$ cat config.mk
export PLATFORM = sky130hd
export DESIGN_NAME = if_stage
export DESIGN_NICKNAME = d
export VERILOG_FILES = /design/src/fetch_pkg.sv /design/src/fetch_bus_ctrl.sv /design/src/fetch_fifo.sv /design/src/fetch_target_mux.sv /design/src/if_id_reg.sv /design/src/if_stage.sv
export SDC_FILE = /design/constraint.sdc
export NUM_CORES = 1
export LEC_CHECK = 0
export ABC_CLOCK_PERIOD_IN_PS = 18400
export BUFFER_PORTS_ARGS = -buffer_cell sky130_fd_sc_hd__buf_2
export CORE_MARGIN = 5
export CORE_UTILIZATION = 40
export CTS_CLUSTER_DIAMETER = 100
export CTS_CLUSTER_SIZE = 20
export DETAILED_ROUTE_END_ITERATION = 12
export PLACE_DENSITY = 0.66
export SYNTH_ARGS = -nofsm -noshare
export SYNTH_HDL_FRONTEND = slang
export SYNTH_SLANG_ARGS = --single-unit
$ cat constraint.sdc
create_clock -name clk_i -period 18.4 [get_ports clk_i]
set_input_delay 1.84 -clock clk_i [delete_from_list [all_inputs] [get_ports clk_i]]
set_output_delay 1.84 -clock clk_i [all_outputs]
set_load 0.02 [all_outputs]
$ cat src/fetch_pkg.sv
/*
 * shared types and constants for the instruction fetch stage
 * referenced by scoped name from the fetch modules and the testbench
 */
`default_nettype none

package fetch_pkg;

  ////////////////////
  // widths
  ////////////////////

  // address and instruction word width
  localparam int unsigned XLEN        = 32;
  // boot_addr and mtvec are 256 byte aligned
  localparam int unsigned VEC_ALIGN_W = 8;
  // vectored interrupt id
  localparam int unsigned IRQ_ID_W    = 5;
  // word fetches only, no compressed support
  localparam int unsigned WORD_OFFS   = 4;

  ////////////////////
  // select encodings
  ////////////////////

  // source of the next fetch address on a redirect
  typedef enum logic [2:0] {
    PC_BOOT = 3'd0,
    PC_JUMP = 3'd1,
    PC_EXC  = 3'd2,
    PC_ERET = 3'd3,
    PC_DRET = 3'd4
  } pc_sel_e;

  // exception target when PC_EXC is selected
  typedef enum logic [1:0] {
    EXC_PC_EXC     = 2'd0,
    EXC_PC_IRQ     = 2'd1,
    EXC_PC_DBD     = 2'd2,
    EXC_PC_DBG_EXC = 2'd3
  } exc_pc_sel_e;

endpackage

`default_nettype wire

$ cat src/fetch_bus_ctrl.sv
/*
 * instruction bus master of the prefetch buffer
 * one outstanding request, stale responses dropped after a redirect
 */
`timescale 1ns/10ps
`default_nettype none

module fetch_bus_ctrl #(
  parameter int unsigned FifoDepth = 2
) (
  input  logic                           clk_i,
  input  logic                           rst_ni,
  input  logic                           req_i,
  input  logic                           pc_set_i,
  input  logic [fetch_pkg::XLEN-1:0]     fetch_addr_n_i,
  input  logic [$clog2(FifoDepth+1)-1:0] fifo_cnt_i,
  input  logic                           instr_gnt_i,
  input  logic                           instr_rvalid_i,
  input  logic [fetch_pkg::XLEN-1:0]     instr_rdata_i,
  input  logic                           instr_err_i,
  output logic                           instr_req_o,
  output logic [fetch_pkg::XLEN-1:0]     instr_addr_o,
  output logic                           wr_valid_o,
  output logic [fetch_pkg::XLEN-1:0]     wr_rdata_o,
  output logic [fetch_pkg::XLEN-1:0]     wr_addr_o,
  output logic                           wr_err_o,
  output logic                           busy_o
);

  localparam int unsigned AW   = fetch_pkg::XLEN;
  localparam int unsigned CntW = $clog2(FifoDepth + 1);

  logic          active_q;
  logic          out_q;
  logic          discard_q;
  logic [AW-1:0] addr_q;
  logic [AW-1:0] out_addr_q;
  logic          room;
  logic          gnt_fire;

  // space for one more word once the outstanding slot is free
  assign room     = fifo_cnt_i < CntW'(FifoDepth);
  assign gnt_fire = instr_req_o & instr_gnt_i;

  ////////////////////
  // request side
  ////////////////////

  // no fetching before the first redirect, and never two in flight
  assign instr_req_o  = active_q & req_i & ~out_q & room;
  assign instr_addr_o = addr_q;

  always_ff @(posedge clk_i or negedge rst_ni) begin
    if (!rst_ni) begin
      active_q  <= 1'b0;
      out_q     <= 1'b0;
      discard_q <= 1'b0;
      addr_q    <= '0;
    end else begin
      if (pc_set_i) begin
        active_q <= 1'b1;
      end
      // redirect target is word aligned, otherwise step past the granted word
      if (pc_set_i) begin
        addr_q <= {fetch_addr_n_i[AW-1:2], 2'b00};
      end else if (gnt_fire) begin
        addr_q <= addr_q + AW'(fetch_pkg::WORD_OFFS);
      end
      // response pending after a grant, retired by rvalid
      if (gnt_fire) begin
        out_q <= 1'b1;
      end else if (instr_rvalid_i) begin
        out_q <= 1'b0;
      end
      // a redirect orphans whatever is in flight, including a same cycle grant
      if (pc_set_i) begin
        discard_q <= (out_q & ~instr_rvalid_i) | gnt_fire;
      end else if (instr_rvalid_i) begin
        discard_q <= 1'b0;
      end
    end
  end

  // address of the word the next rvalid returns
  always_ff @(posedge clk_i) begin
    if (gnt_fire) begin
      out_addr_q <= addr_q;
    end
  end

  ////////////////////
  // response side
  ////////////////////

  // responses arriving with a redirect belong to the old stream
  assign wr_valid_o = instr_rvalid_i & ~discard_q & ~pc_set_i;
  assign wr_rdata_o = instr_rdata_i;
  assign wr_addr_o  = out_addr_q;
  assign wr_err_o   = instr_err_i;

  assign busy_o = instr_req_o | out_q;

  // address presented to the bus is known
  assert property (@(posedge clk_i) disable iff (!rst_ni)
    instr_req_o |-> !$isunknown(instr_addr_o))
    else $error("unknown fetch address on request");

  // the bus returns only what was granted
  assert property (@(posedge clk_i) disable iff (!rst_ni)
    instr_rvalid_i |-> out_q)
    else $error("rvalid without outstanding request");

endmodule

`default_nettype wire

$ cat src/fetch_fifo.sv
/*
 * small circular buffer of fetched words with their address and error bit
 * write to read takes one cycle, flush empties it on a redirect
 */
`timescale 1ns/10ps
`default_nettype none

module fetch_fifo #(
  parameter int unsigned FifoDepth = 2
) (
  input  logic                           clk_i,
  input  logic                           rst_ni,
  input  logic                           flush_i,
  input  logic                           wr_valid_i,
  input  logic [fetch_pkg::XLEN-1:0]     wr_rdata_i,
  input  logic [fetch_pkg::XLEN-1:0]     wr_addr_i,
  input  logic                           wr_err_i,
  input  logic                           rd_ready_i,
  output logic                           rd_valid_o,
  output logic [fetch_pkg::XLEN-1:0]     rd_rdata_o,
  output logic [fetch_pkg::XLEN-1:0]     rd_addr_o,
  output logic                           rd_err_o,
  output logic [$clog2(FifoDepth+1)-1:0] cnt_o
);

  localparam int unsigned AW   = fetch_pkg::XLEN;
  localparam int unsigned CntW = $clog2(FifoDepth + 1);
  localparam int unsigned PtrW = (FifoDepth > 1) ? $clog2(FifoDepth) : 1;

  logic [AW-1:0]   rdata_q [FifoDepth];
  logic [AW-1:0]   addr_q  [FifoDepth];
  logic            err_q   [FifoDepth];
  logic [PtrW-1:0] rd_ptr_q;
  logic [PtrW-1:0] wr_ptr_q;
  logic [CntW-1:0] cnt_q;
  logic            push;
  logic            pop;

  // depth need not be a power of two
  function automatic logic [PtrW-1:0] ptr_inc(input logic [PtrW-1:0] ptr);
    return (ptr == PtrW'(FifoDepth - 1)) ? '0 : ptr + 1'b1;
  endfunction

  // flush drops both the head and any incoming word
  assign push = wr_valid_i & ~flush_i;
  assign pop  = rd_valid_o & rd_ready_i & ~flush_i;

  always_ff @(posedge clk_i or negedge rst_ni) begin
    if (!rst_ni) begin
      rd_ptr_q <= '0;
      wr_ptr_q <= '0;
      cnt_q    <= '0;
    end else if (flush_i) begin
      rd_ptr_q <= '0;
      wr_ptr_q <= '0;
      cnt_q    <= '0;
    end else begin
      if (push) begin
        wr_ptr_q <= ptr_inc(wr_ptr_q);
      end
      if (pop) begin
        rd_ptr_q <= ptr_inc(rd_ptr_q);
      end
      case ({push, pop})
        2'b10:   cnt_q <= cnt_q + 1'b1;
        2'b01:   cnt_q <= cnt_q - 1'b1;
        default: cnt_q <= cnt_q;
      endcase
    end
  end

  // storage
  always_ff @(posedge clk_i) begin
    if (push) begin
      rdata_q[wr_ptr_q] <= wr_rdata_i;
      addr_q[wr_ptr_q]  <= wr_addr_i;
      err_q[wr_ptr_q]   <= wr_err_i;
    end
  end

  // head of the queue
  assign rd_valid_o = (cnt_q != '0);
  assign rd_rdata_o = rdata_q[rd_ptr_q];
  assign rd_addr_o  = addr_q[rd_ptr_q];
  assign rd_err_o   = err_q[rd_ptr_q];
  assign cnt_o      = cnt_q;

  // the bus controller only requests when a slot is free
  assert property (@(posedge clk_i) disable iff (!rst_ni)
    (wr_valid_i && !flush_i) |-> (cnt_q < CntW'(FifoDepth)))
    else $error("write into full fetch fifo");

endmodule

`default_nettype wire

$ cat src/fetch_target_mux.sv
/*
 * next fetch address selection for redirects
 * computes the exception/debug target and raises the mtvec init pulse on boot
 */
`timescale 1ns/10ps
`default_nettype none

module fetch_target_mux #(
  parameter logic [fetch_pkg::XLEN-1:0] DmHaltAddr      = 32'h1A110800,
  parameter logic [fetch_pkg::XLEN-1:0] DmExceptionAddr = 32'h1A110808
) (
  input  logic                          pc_set_i,
  input  fetch_pkg::pc_sel_e            pc_mux_i,
  input  fetch_pkg::exc_pc_sel_e        exc_pc_mux_i,
  input  logic [fetch_pkg::IRQ_ID_W-1:0] irq_id_i,
  input  logic [fetch_pkg::XLEN-1:0]    boot_addr_i,
  input  logic [fetch_pkg::XLEN-1:0]    branch_target_ex_i,
  input  logic [fetch_pkg::XLEN-1:0]    csr_mepc_i,
  input  logic [fetch_pkg::XLEN-1:0]    csr_depc_i,
  input  logic [fetch_pkg::XLEN-1:0]    csr_mtvec_i,
  output logic [fetch_pkg::XLEN-1:0]    fetch_addr_n_o,
  output logic                          csr_mtvec_init_o
);

  localparam int unsigned AW = fetch_pkg::XLEN;
  localparam int unsigned VW = fetch_pkg::VEC_ALIGN_W;
  localparam int unsigned IW = fetch_pkg::IRQ_ID_W;

  logic [AW-1:0] mtvec_base;
  logic [AW-1:0] irq_offs;
  logic [AW-1:0] exc_pc;

  // vector table base, low bits are mode bits in mtvec
  assign mtvec_base = {csr_mtvec_i[AW-1:VW], {VW{1'b0}}};
  // one word per interrupt line
  assign irq_offs   = {{(AW-IW-2){1'b0}}, irq_id_i, 2'b00};

  always_comb begin : exc_pc_mux
    case (exc_pc_mux_i)
      fetch_pkg::EXC_PC_EXC:     exc_pc = mtvec_base;
      fetch_pkg::EXC_PC_IRQ:     exc_pc = mtvec_base + irq_offs;
      fetch_pkg::EXC_PC_DBD:     exc_pc = DmHaltAddr;
      fetch_pkg::EXC_PC_DBG_EXC: exc_pc = DmExceptionAddr;
      default:                   exc_pc = mtvec_base;
    endcase
  end

  always_comb begin : fetch_addr_mux
    case (pc_mux_i)
      fetch_pkg::PC_BOOT: fetch_addr_n_o = {boot_addr_i[AW-1:VW], {VW{1'b0}}};
      fetch_pkg::PC_JUMP: fetch_addr_n_o = branch_target_ex_i;
      // trap handler or debug entry
      fetch_pkg::PC_EXC:  fetch_addr_n_o = exc_pc;
      fetch_pkg::PC_ERET: fetch_addr_n_o = csr_mepc_i;
      fetch_pkg::PC_DRET: fetch_addr_n_o = csr_depc_i;
      default:            fetch_addr_n_o = {boot_addr_i[AW-1:VW], {VW{1'b0}}};
    endcase
  end

  // csr file loads mtvec from boot_addr on the boot redirect
  assign csr_mtvec_init_o = pc_set_i & (pc_mux_i == fetch_pkg::PC_BOOT);

  // redirect inputs settle before the end of the time step
  always_comb begin : sel_checks
    if (pc_set_i) begin
      assert final (!$isunknown(pc_mux_i) && !$isunknown(exc_pc_mux_i))
        else $error("redirect with unknown pc select");
      if (pc_mux_i == fetch_pkg::PC_BOOT) begin
        assert final (boot_addr_i[VW-1:0] == '0)
          else $error("boot address not 256 byte aligned");
      end
    end
  end

endmodule

`default_nettype wire

$ cat src/if_id_reg.sv
/*
 * IF-ID pipeline register
 * captures the fifo head when ID is ready, valid holds until cleared by ID
 */
`timescale 1ns/10ps
`default_nettype none

module if_id_reg (
  input  logic                       clk_i,
  input  logic                       rst_ni,
  input  logic                       fetch_valid_i,
  input  logic [fetch_pkg::XLEN-1:0] fetch_rdata_i,
  input  logic [fetch_pkg::XLEN-1:0] fetch_addr_i,
  input  logic                       fetch_err_i,
  input  logic                       pmp_err_if_i,
  input  logic                       id_in_ready_i,
  input  logic                       pc_set_i,
  input  logic                       instr_valid_clear_i,
  output logic                       fetch_ready_o,
  output logic                       instr_valid_id_o,
  output logic                       instr_new_id_o,
  output logic [fetch_pkg::XLEN-1:0] instr_rdata_id_o,
  output logic [fetch_pkg::XLEN-1:0] instr_rdata_alu_id_o,
  output logic                       instr_fetch_err_o,
  output logic [fetch_pkg::XLEN-1:0] pc_id_o
);

  logic capture;
  logic valid_d;
  logic valid_q;
  logic new_q;

  // fifo pops whenever ID takes a word
  assign fetch_ready_o = id_in_ready_i;
  assign capture       = fetch_valid_i & id_in_ready_i;

  // a redirect in the capture cycle squashes the word, new still marks it
  assign valid_d = (capture & ~pc_set_i) | (valid_q & ~instr_valid_clear_i);

  always_ff @(posedge clk_i or negedge rst_ni) begin
    if (!rst_ni) begin
      valid_q <= 1'b0;
      new_q   <= 1'b0;
    end else begin
      valid_q <= valid_d;
      new_q   <= capture;
    end
  end

  assign instr_valid_id_o = valid_q;
  assign instr_new_id_o   = new_q;

  // payload, frozen while ID stalls
  always_ff @(posedge clk_i) begin
    if (capture) begin
      instr_rdata_id_o     <= fetch_rdata_i;
      // second copy to split decoder and ALU fan-out
      instr_rdata_alu_id_o <= fetch_rdata_i;
      // bus error of the word or PMP denial of its address
      instr_fetch_err_o    <= fetch_err_i | pmp_err_if_i;
      pc_id_o              <= fetch_addr_i;
    end
  end

endmodule

`default_nettype wire

$ cat src/if_stage.sv
/*
 * instruction fetch stage top level
 * target mux, bus controller, fetch fifo and IF-ID register wired together
 */
`timescale 1ns/10ps
`default_nettype none

module if_stage #(
  parameter logic [fetch_pkg::XLEN-1:0] DmHaltAddr      = 32'h1A110800,
  parameter logic [fetch_pkg::XLEN-1:0] DmExceptionAddr = 32'h1A110808,
  parameter int unsigned                FifoDepth       = 2
) (
  input  logic                           clk_i,
  input  logic                           rst_ni,
  input  logic [fetch_pkg::XLEN-1:0]     boot_addr_i,
  input  logic                           req_i,
  // instruction bus
  output logic                           instr_req_o,
  output logic [fetch_pkg::XLEN-1:0]     instr_addr_o,
  input  logic                           instr_gnt_i,
  input  logic                           instr_rvalid_i,
  input  logic [fetch_pkg::XLEN-1:0]     instr_rdata_i,
  input  logic                           instr_err_i,
  // toward ID
  output logic                           instr_valid_id_o,
  output logic                           instr_new_id_o,
  output logic [fetch_pkg::XLEN-1:0]     instr_rdata_id_o,
  output logic [fetch_pkg::XLEN-1:0]     instr_rdata_alu_id_o,
  output logic                           instr_fetch_err_o,
  output logic [fetch_pkg::XLEN-1:0]     pc_if_o,
  output logic [fetch_pkg::XLEN-1:0]     pc_id_o,
  input  logic                           pmp_err_if_i,
  // control from ID and the controller
  input  logic                           instr_valid_clear_i,
  input  logic                           pc_set_i,
  input  fetch_pkg::pc_sel_e             pc_mux_i,
  input  fetch_pkg::exc_pc_sel_e         exc_pc_mux_i,
  input  logic [fetch_pkg::IRQ_ID_W-1:0] exc_irq_id_i,
  input  logic [fetch_pkg::XLEN-1:0]     branch_target_ex_i,
  // csrs
  input  logic [fetch_pkg::XLEN-1:0]     csr_mepc_i,
  input  logic [fetch_pkg::XLEN-1:0]     csr_depc_i,
  input  logic [fetch_pkg::XLEN-1:0]     csr_mtvec_i,
  output logic                           csr_mtvec_init_o,
  input  logic                           id_in_ready_i,
  output logic                           if_busy_o
);

  localparam int unsigned AW   = fetch_pkg::XLEN;
  localparam int unsigned CntW = $clog2(FifoDepth + 1);

  logic [AW-1:0]   fetch_addr_n;
  // bus controller to fifo
  logic            wr_valid;
  logic [AW-1:0]   wr_rdata;
  logic [AW-1:0]   wr_addr;
  logic            wr_err;
  logic [CntW-1:0] fifo_cnt;
  // fifo head to IF-ID
  logic            fetch_valid;
  logic            fetch_ready;
  logic [AW-1:0]   fetch_rdata;
  logic [AW-1:0]   fetch_addr;
  logic            fetch_err;

  fetch_target_mux #(
    .DmHaltAddr      (DmHaltAddr),
    .DmExceptionAddr (DmExceptionAddr)
  ) u_target_mux (
    .pc_set_i           (pc_set_i),
    .pc_mux_i           (pc_mux_i),
    .exc_pc_mux_i       (exc_pc_mux_i),
    .irq_id_i           (exc_irq_id_i),
    .boot_addr_i        (boot_addr_i),
    .branch_target_ex_i (branch_target_ex_i),
    .csr_mepc_i         (csr_mepc_i),
    .csr_depc_i         (csr_depc_i),
    .csr_mtvec_i        (csr_mtvec_i),
    .fetch_addr_n_o     (fetch_addr_n),
    .csr_mtvec_init_o   (csr_mtvec_init_o)
  );

  fetch_bus_ctrl #(
    .FifoDepth (FifoDepth)
  ) u_bus_ctrl (
    .clk_i          (clk_i),
    .rst_ni         (rst_ni),
    .req_i          (req_i),
    .pc_set_i       (pc_set_i),
    .fetch_addr_n_i (fetch_addr_n),
    .fifo_cnt_i     (fifo_cnt),
    .instr_gnt_i    (instr_gnt_i),
    .instr_rvalid_i (instr_rvalid_i),
    .instr_rdata_i  (instr_rdata_i),
    .instr_err_i    (instr_err_i),
    .instr_req_o    (instr_req_o),
    .instr_addr_o   (instr_addr_o),
    .wr_valid_o     (wr_valid),
    .wr_rdata_o     (wr_rdata),
    .wr_addr_o      (wr_addr),
    .wr_err_o       (wr_err),
    .busy_o         (if_busy_o)
  );

  // redirect empties the buffered words
  fetch_fifo #(
    .FifoDepth (FifoDepth)
  ) u_fifo (
    .clk_i      (clk_i),
    .rst_ni     (rst_ni),
    .flush_i    (pc_set_i),
    .wr_valid_i (wr_valid),
    .wr_rdata_i (wr_rdata),
    .wr_addr_i  (wr_addr),
    .wr_err_i   (wr_err),
    .rd_ready_i (fetch_ready),
    .rd_valid_o (fetch_valid),
    .rd_rdata_o (fetch_rdata),
    .rd_addr_o  (fetch_addr),
    .rd_err_o   (fetch_err),
    .cnt_o      (fifo_cnt)
  );

  if_id_reg u_if_id_reg (
    .clk_i                (clk_i),
    .rst_ni               (rst_ni),
    .fetch_valid_i        (fetch_valid),
    .fetch_rdata_i        (fetch_rdata),
    .fetch_addr_i         (fetch_addr),
    .fetch_err_i          (fetch_err),
    .pmp_err_if_i         (pmp_err_if_i),
    .id_in_ready_i        (id_in_ready_i),
    .pc_set_i             (pc_set_i),
    .instr_valid_clear_i  (instr_valid_clear_i),
    .fetch_ready_o        (fetch_ready),
    .instr_valid_id_o     (instr_valid_id_o),
    .instr_new_id_o       (instr_new_id_o),
    .instr_rdata_id_o     (instr_rdata_id_o),
    .instr_rdata_alu_id_o (instr_rdata_alu_id_o),
    .instr_fetch_err_o    (instr_fetch_err_o),
    .pc_id_o              (pc_id_o)
  );

  // PMP checks the address at the fifo head
  assign pc_if_o = fetch_addr;

endmodule

`default_nettype wire

# Yosys cells after proc, flatten, opt, wreduce, memory -nomap -nowiden
# Memory sizes are Yosys's and may differ from the RTL's. A register that Yosys moved wholly into a read port is not among the register bits.
# Cells that the tools add are included.
dict set report classes {
  n_reduce_logical 9
  mux 17
  order_cmp 1
  n_addsub 6
  n_bitwise 21
  n_eq_ne 9
}
# op count
set op_table {}
lappend op_table {{$pmux W32 S4} 2}
lappend op_table {{$mux W32} 2}
lappend op_table {{$add A32 B3 Y32 const B} 1}
lappend op_table {{$add A32 B7 Y32} 1}
lappend op_table {{$and A1 B1 Y1} 12}
lappend op_table {{$reduce_bool A2 Y1} 6}
lappend op_table {{$mux W1} 11}
lappend op_table {{$eq A2 B2 Y1 const B} 3}
lappend op_table {{$eq A3 B2 Y1 const B} 2}
lappend op_table {{$not A1 Y1} 5}
lappend op_table {{$eq A2 B1 Y1 const B} 2}
lappend op_table {{$or A1 B1 Y1} 4}
lappend op_table {{$pmux W2 S2} 1}
lappend op_table {{$eq A3 B1 Y1 const B} 1}
lappend op_table {{$eq A3 B3 Y1 const B} 1}
lappend op_table {{$logic_not A3 Y1} 1}
lappend op_table {{$reduce_bool A3 Y1} 1}
lappend op_table {{$add A1 B1 Y1 const B} 2}
lappend op_table {{$add A2 B1 Y2 const B} 1}
lappend op_table {{$logic_not A2 Y1} 1}
lappend op_table {{$lt A2 B2 Y1 const B} 1}
lappend op_table {{$mux W2} 1}
lappend op_table {{$sub A2 B1 Y2 const B} 1}
dict set report totals {
  ramBits 130
  word_cells 78
  ff_bits 106
  n_memories 3
  input_bits 212
}
# name words width read_ports rd_ports_with_merged_regs write_ports line
set memory_table {}
lappend memory_table {u_fifo.addr_q 2 32 1 0 1 fetch_fifo.sv:31} ;# logic [AW-1:0] addr_q [FifoDepth];
lappend memory_table {u_fifo.rdata_q 2 32 1 1 1 fetch_fifo.sv:30} ;# logic [AW-1:0] rdata_q [FifoDepth];
lappend memory_table {u_fifo.err_q 2 1 1 0 1 fetch_fifo.sv:32} ;# logic err_q [FifoDepth];

# Depth between registers and ports, before layout
dict set report logic_depth {
  word_depth 7
  ltp_mapped 7
  depth_no_buf 6
}

# By module
# From an unflattened synthesis, not the netlist that was laid out.
dict set report hier_totals {
  cells_unflattened 815
  hier_area_um2 12076.6
}
# module area_per_inst_um2 cells_per_inst n_inst seq_area_each_um2
set by_module_without_submodules {}
lappend by_module_without_submodules {fetch_fifo 5069.9 226 1 4003.8}
lappend by_module_without_submodules {fetch_bus_ctrl 3100.5 286 1 1726.7}
lappend by_module_without_submodules {if_id_reg 2279.7 105 1 2001.9}
lappend by_module_without_submodules {fetch_target_mux 1626.6 198 1 0.0}

# Least setup slack after synthesis
# Ideal clock, no wire load.
dict set report synth_timing {
  path_type {input port to flip-flop}
  startpoint {input pc_set_i}
  endpoint {memory u_fifo.addr_q[0][10] (netlist name), enable pin}
  setup_time_ps 575
  arrival_ps 6903
  required_ps 17825
  cell_stages 3
  path_buffers 2
  path_slack_ps 10922
  path_cell_list {clkbuf_1 buf_1 nor3b_1}
}
dict set report synth_between {
  elab_chain_len 5
}
# item line
set synth_rtl {}
lappend synth_rtl {{start: declaration} if_stage.sv:35} ;# input logic pc_set_i,
lappend synth_rtl {{$not A1 Y1 *} {fetch_bus_ctrl.sv:96, fetch_fifo.sv:45}}
lappend synth_rtl {{$and A1 B1 Y1} fetch_bus_ctrl.sv:96} ;# assign wr_valid_o = instr_rvalid_i & ~discard_q & ~pc_set_i;
lappend synth_rtl {{$and A1 B1 Y1 *} fetch_fifo.sv:45} ;# assign push = wr_valid_i & ~flush_i;
lappend synth_rtl {{$mux W1 *} fetch_fifo.sv:74} ;# if (push) begin
lappend synth_rtl {{$mux W1 (implied by the code) *} fetch_fifo.sv:76} ;# addr_q[wr_ptr_q] <= wr_addr_i;
lappend synth_rtl {{end: declaration} fetch_fifo.sv:31}
# Mark *: on every way between the ends. The rest lies on a longest branch, timed or not.

# Worst setup path in the final report
dict set report layout_timing {
  startpoint {input pc_mux_i[1]}
  endpoint {output csr_mtvec_init_o}
}
dict set report layout_between {
  elab_chain_len 2
}
# item line
set layout_rtl {}
lappend layout_rtl {{start: declaration} if_stage.sv:36} ;# input fetch_pkg::pc_sel_e pc_mux_i,
lappend layout_rtl {{$logic_not A3 Y1} fetch_target_mux.sv:61} ;# assign csr_mtvec_init_o = pc_set_i & (pc_mux_i == fetch_pkg::PC_BOOT);
lappend layout_rtl {{$and A1 B1 Y1} fetch_target_mux.sv:61}
lappend layout_rtl {{end: declaration} if_stage.sv:44} ;# output logic csr_mtvec_init_o,
# Every way passes these cells.

==> flow_metrics.py <==
metrics = {
    "final_layout": {
        "area_growth_pct": 20.9,
        "n_fill_cell": 2495,
        "drive_gt1_share_pct": 43.0,
        "regArea_mm2": 0.00756,
        "multi_input_area_mm2": 0.00303,
        "fin_nets": 1277,
        "fin_cells": 1452,
        "n_antenna_cell": 0,
    },
    "grt": {
        "grt_max_degree": 66,
        "grtUsageTotal_pct": 18.1,
        "overflow": 0,
        "grt_antenna_before_repair": 1,
        "grt_first_pass_wirelength_mm": 43.9,
        "grt_pass1_vias": 7379,
    },
    "cts": {
        "ctsHtreeMaxLevel": 1,
        "cts_inserted_buffers": 16,
        "cts-root-buf": "clkbuf_16",
        "clock-sinks": 258,
        "clk_path_buf_depth": 3,
        "clkTransAtPathRegs_ns": 0.08,
        "ctsHoldBuffers": 0,
        "cts_tree": "done",
        "insertion_delay_ns": 0.48,
        "post_cts_resized": 0,
        "cts_setup_buffers": 0,
    },
    "detailed_routing": {
        "wl_per_cell_um": 20.5,
        "drc_errors": 0,
        "drt-initial-drc-count": 405,
        "drtAntennaViolNets": 0,
        "routed_via_density": 5.13,
        "wirelength_mm": 29.7,
        "firstDrtPassIters": 5,
        "via_count": 7447,
    },
    "pwr": {
        "p_switching_w": 0.000375,
        "p_comb_share_pct": 18.8,
        "p_leak_nw": 5.18,
        "power.density_mw_per_mm2": 99.9,
        "netSwitchingFraction_pct": 28.0,
        "p_int_w": 0.000966,
        "seqPwrFrac_pct": 55.1,
        "peakVddDrop_uv": 44.8,
        "clock_power_share_pct": 26.1,
        "p_total_w": 0.00134,
    },
    "setup_path": {
        "crit_fanout": 46,
        "path_class": "input port to output pin",
        "end_kind": "output pin",
        "reg2reg_depth": 5,
        "critPathArrivalTime_ns": 3.13,
        "reg2reg_to": "u_bus_ctrl.instr_addr_o[31]",
        "startpoint": "pc_mux_i[1]",
        "r2r_slack_ns": 15.93,
        "cp-start-kind": "input port",
        "critPathRequiredTime_ns": 16.56,
        "reg2reg_from": "u_bus_ctrl.instr_addr_o[4]",
    },
    "synth": {
        "synthCells": 760,
        "synth_edf_count": 219,
        "synth_flop_cell": "edfxtp_1",
        "synth_seq_cells": 258,
        "synth_area_leaders": "edfxtp_1 (59%), dfrtp_1 (8.8%), mux2_2 (6.5%)",
        "ys_top_cells_by_count": "edfxtp_1 (219), mux2_2 (64), buf_4 (42), dfrtp_1 (39), nand2_1 (31)",
        "async_flop_share_pct": 15.1,
        "avgSynthCellArea_um2": 14.6,
        "yosysMostFrequentCell": "edfxtp_1",
        "ys_seq_area_share_pct": 68.0,
        "synth_top_area_share_pct": 59.2,
        "synth_top_area_cell": "edfxtp_1",
        "yosysWarnings": 0,
        "mappedNetlistArea_mm2": 0.0111,
        "synth_cell_type_count": 70,
    },
    "sta": {
        "drv_slew": 0,
        "finalSetupViolCount": 0,
        "fin_crit_ns": 4.97,
        "setup_ws_ns": 13.43,
        "rsz0062_at_grt": "no",
        "hold_violations": 0,
        "final_min_period_over_clock_period_pct": 27.0,
        "skew_ns": 0.0184,
        "tns_ns": 0,
        "worst_slew_pin_slew_ns": 1.08,
        "slew_headroom_pct": 27.4,
        "fmax_mhz": 201,
    },
    "floorplan": {
        "die_area_mm2": 0.0312,
        "initial_core_util_pct": 40.2,
        "io_pins": 378,
        "rows": 61,
        "coreArea_mm2": 0.0276,
        "fp.dieH_um": 177,
        "die_w_um": 177,
    },
    "placed_design": {
        "place_inst": 1424,
        "place_hpwl_mm": 21.7,
        "dp_slack_ns": 13.43,
        "gp_congestion": 0.874,
        "io_buffers": 349,
    },
    "outcome": {
        "status": "completed",
    },
    "min_path": {
        "min_path_type": "flop to flop",
        "worstHoldStart": "u_bus_ctrl.wr_addr_o[6]",
        "hold_end": "u_fifo.addr_q[0][6]",
        "whs_path_depth": 0,
    },
    "run": {
        "maxCapViolations": 0,
    },
}
==> routing by layer <==
layer  part of all wire [%]  track usage (%)  up-vias
met4                    2.8             5.22        0
met2                     50             31.4      368
met1                     40             23.5     3543
met3                    7.9             3.38       50
li1                       -                -     3486
met5                      0                0        -
==> metrics by stage <==
step	util (%)	cell area (um2)	hold WS [ns]
finish	48.6	13400	0.442
global route	48.6	13400	0.456
CTS	48.6	13400	0.442
detailed placement	46.9	13000	0.430
global placement	46.9	13000	0.422
floorplan	-	11100	0.421
==> worst max-delay path: stages <==
cell and delay, ns:
buf_2 0.60, or2_1 0.38, nor3_1 0.10, buf_2 0.19
==> cell families (layout without fill, tap and decap cells) <==
group	after synthesis	count (layout)	synth area share, %
simple gates	153	153	7.83
other cells	1	6	0.0338
compound gates	140	140	8.85
buf+inv	99	408	5.05
fa+ha+maj	1	1	0.113
mux	78	78	7.76
xor+xnor	30	30	2.37
flops	258	258	68.0
==> layout make-up <==
class | count | area share [%]
clock buffer | 27 | 3.45
clock inverter | 1 | 0.0280
inverter | 20 | 0.559
multi-input combinational | 408 | 22.6
sequential | 258 | 56.3
tap | 378 | 3.52
timing repair buffer | 360 | 13.6
==> placed cells by master (no fill, tap or decap), types with 16 or more instances in the layout <==
cell / count
nor3_1: 16
o22ai_1: 17
clkbuf_16: 17
nor2_1: 23
buf_2: 349
a22oi_1: 16
mux2_2: 64
inv_1: 17
a21oi_1: 26
nand2_1: 31
xnor2_1: 18
dfrtp_1: 38
edfxtp_1: 219
==> worst max path at each step <==
stage,end
floorplan,u_fifo.addr_q[0][10]
global placement,csr_mtvec_init_o
detailed placement,csr_mtvec_init_o
CTS,csr_mtvec_init_o
global route,csr_mtvec_init_o
finish,csr_mtvec_init_o
==> power groups by stage <==
stage | registers (W) | clock network, W | logic (W)
floorplan | 0.000768 | 0 | 0.000144
global placement | 0.000752 | 0 | 0.000254
detailed placement | 0.000754 | 0 | 0.000255
CTS | 0.000741 | 0.000365 | 0.000256
global route | 0.000746 | 0.000387 | 0.000272
finish | 0.000740 | 0.000350 | 0.000253
==> flip-flops by register name (all words and copies together) (netlist names) <==
register and flops:
u_bus_ctrl.active_q 1, u_bus_ctrl.discard_q 1, u_bus_ctrl.instr_addr_o 30, u_bus_ctrl.out_q 1, u_bus_ctrl.wr_addr_o 30, u_fifo.addr_q 60, u_fifo.cnt_o 2, u_fifo.err_q 2
u_fifo.rd_ptr_q 1, u_fifo.rdata_q 64, u_fifo.wr_ptr_q 1, u_if_id_reg.instr_fetch_err_o 1, u_if_id_reg.instr_new_id_o 1, u_if_id_reg.instr_rdata_id_o 32, u_if_id_reg.instr_valid_id_o 1, u_if_id_reg.pc_id_o 30
No activity file was read; power rests on OpenSTA's default activity.
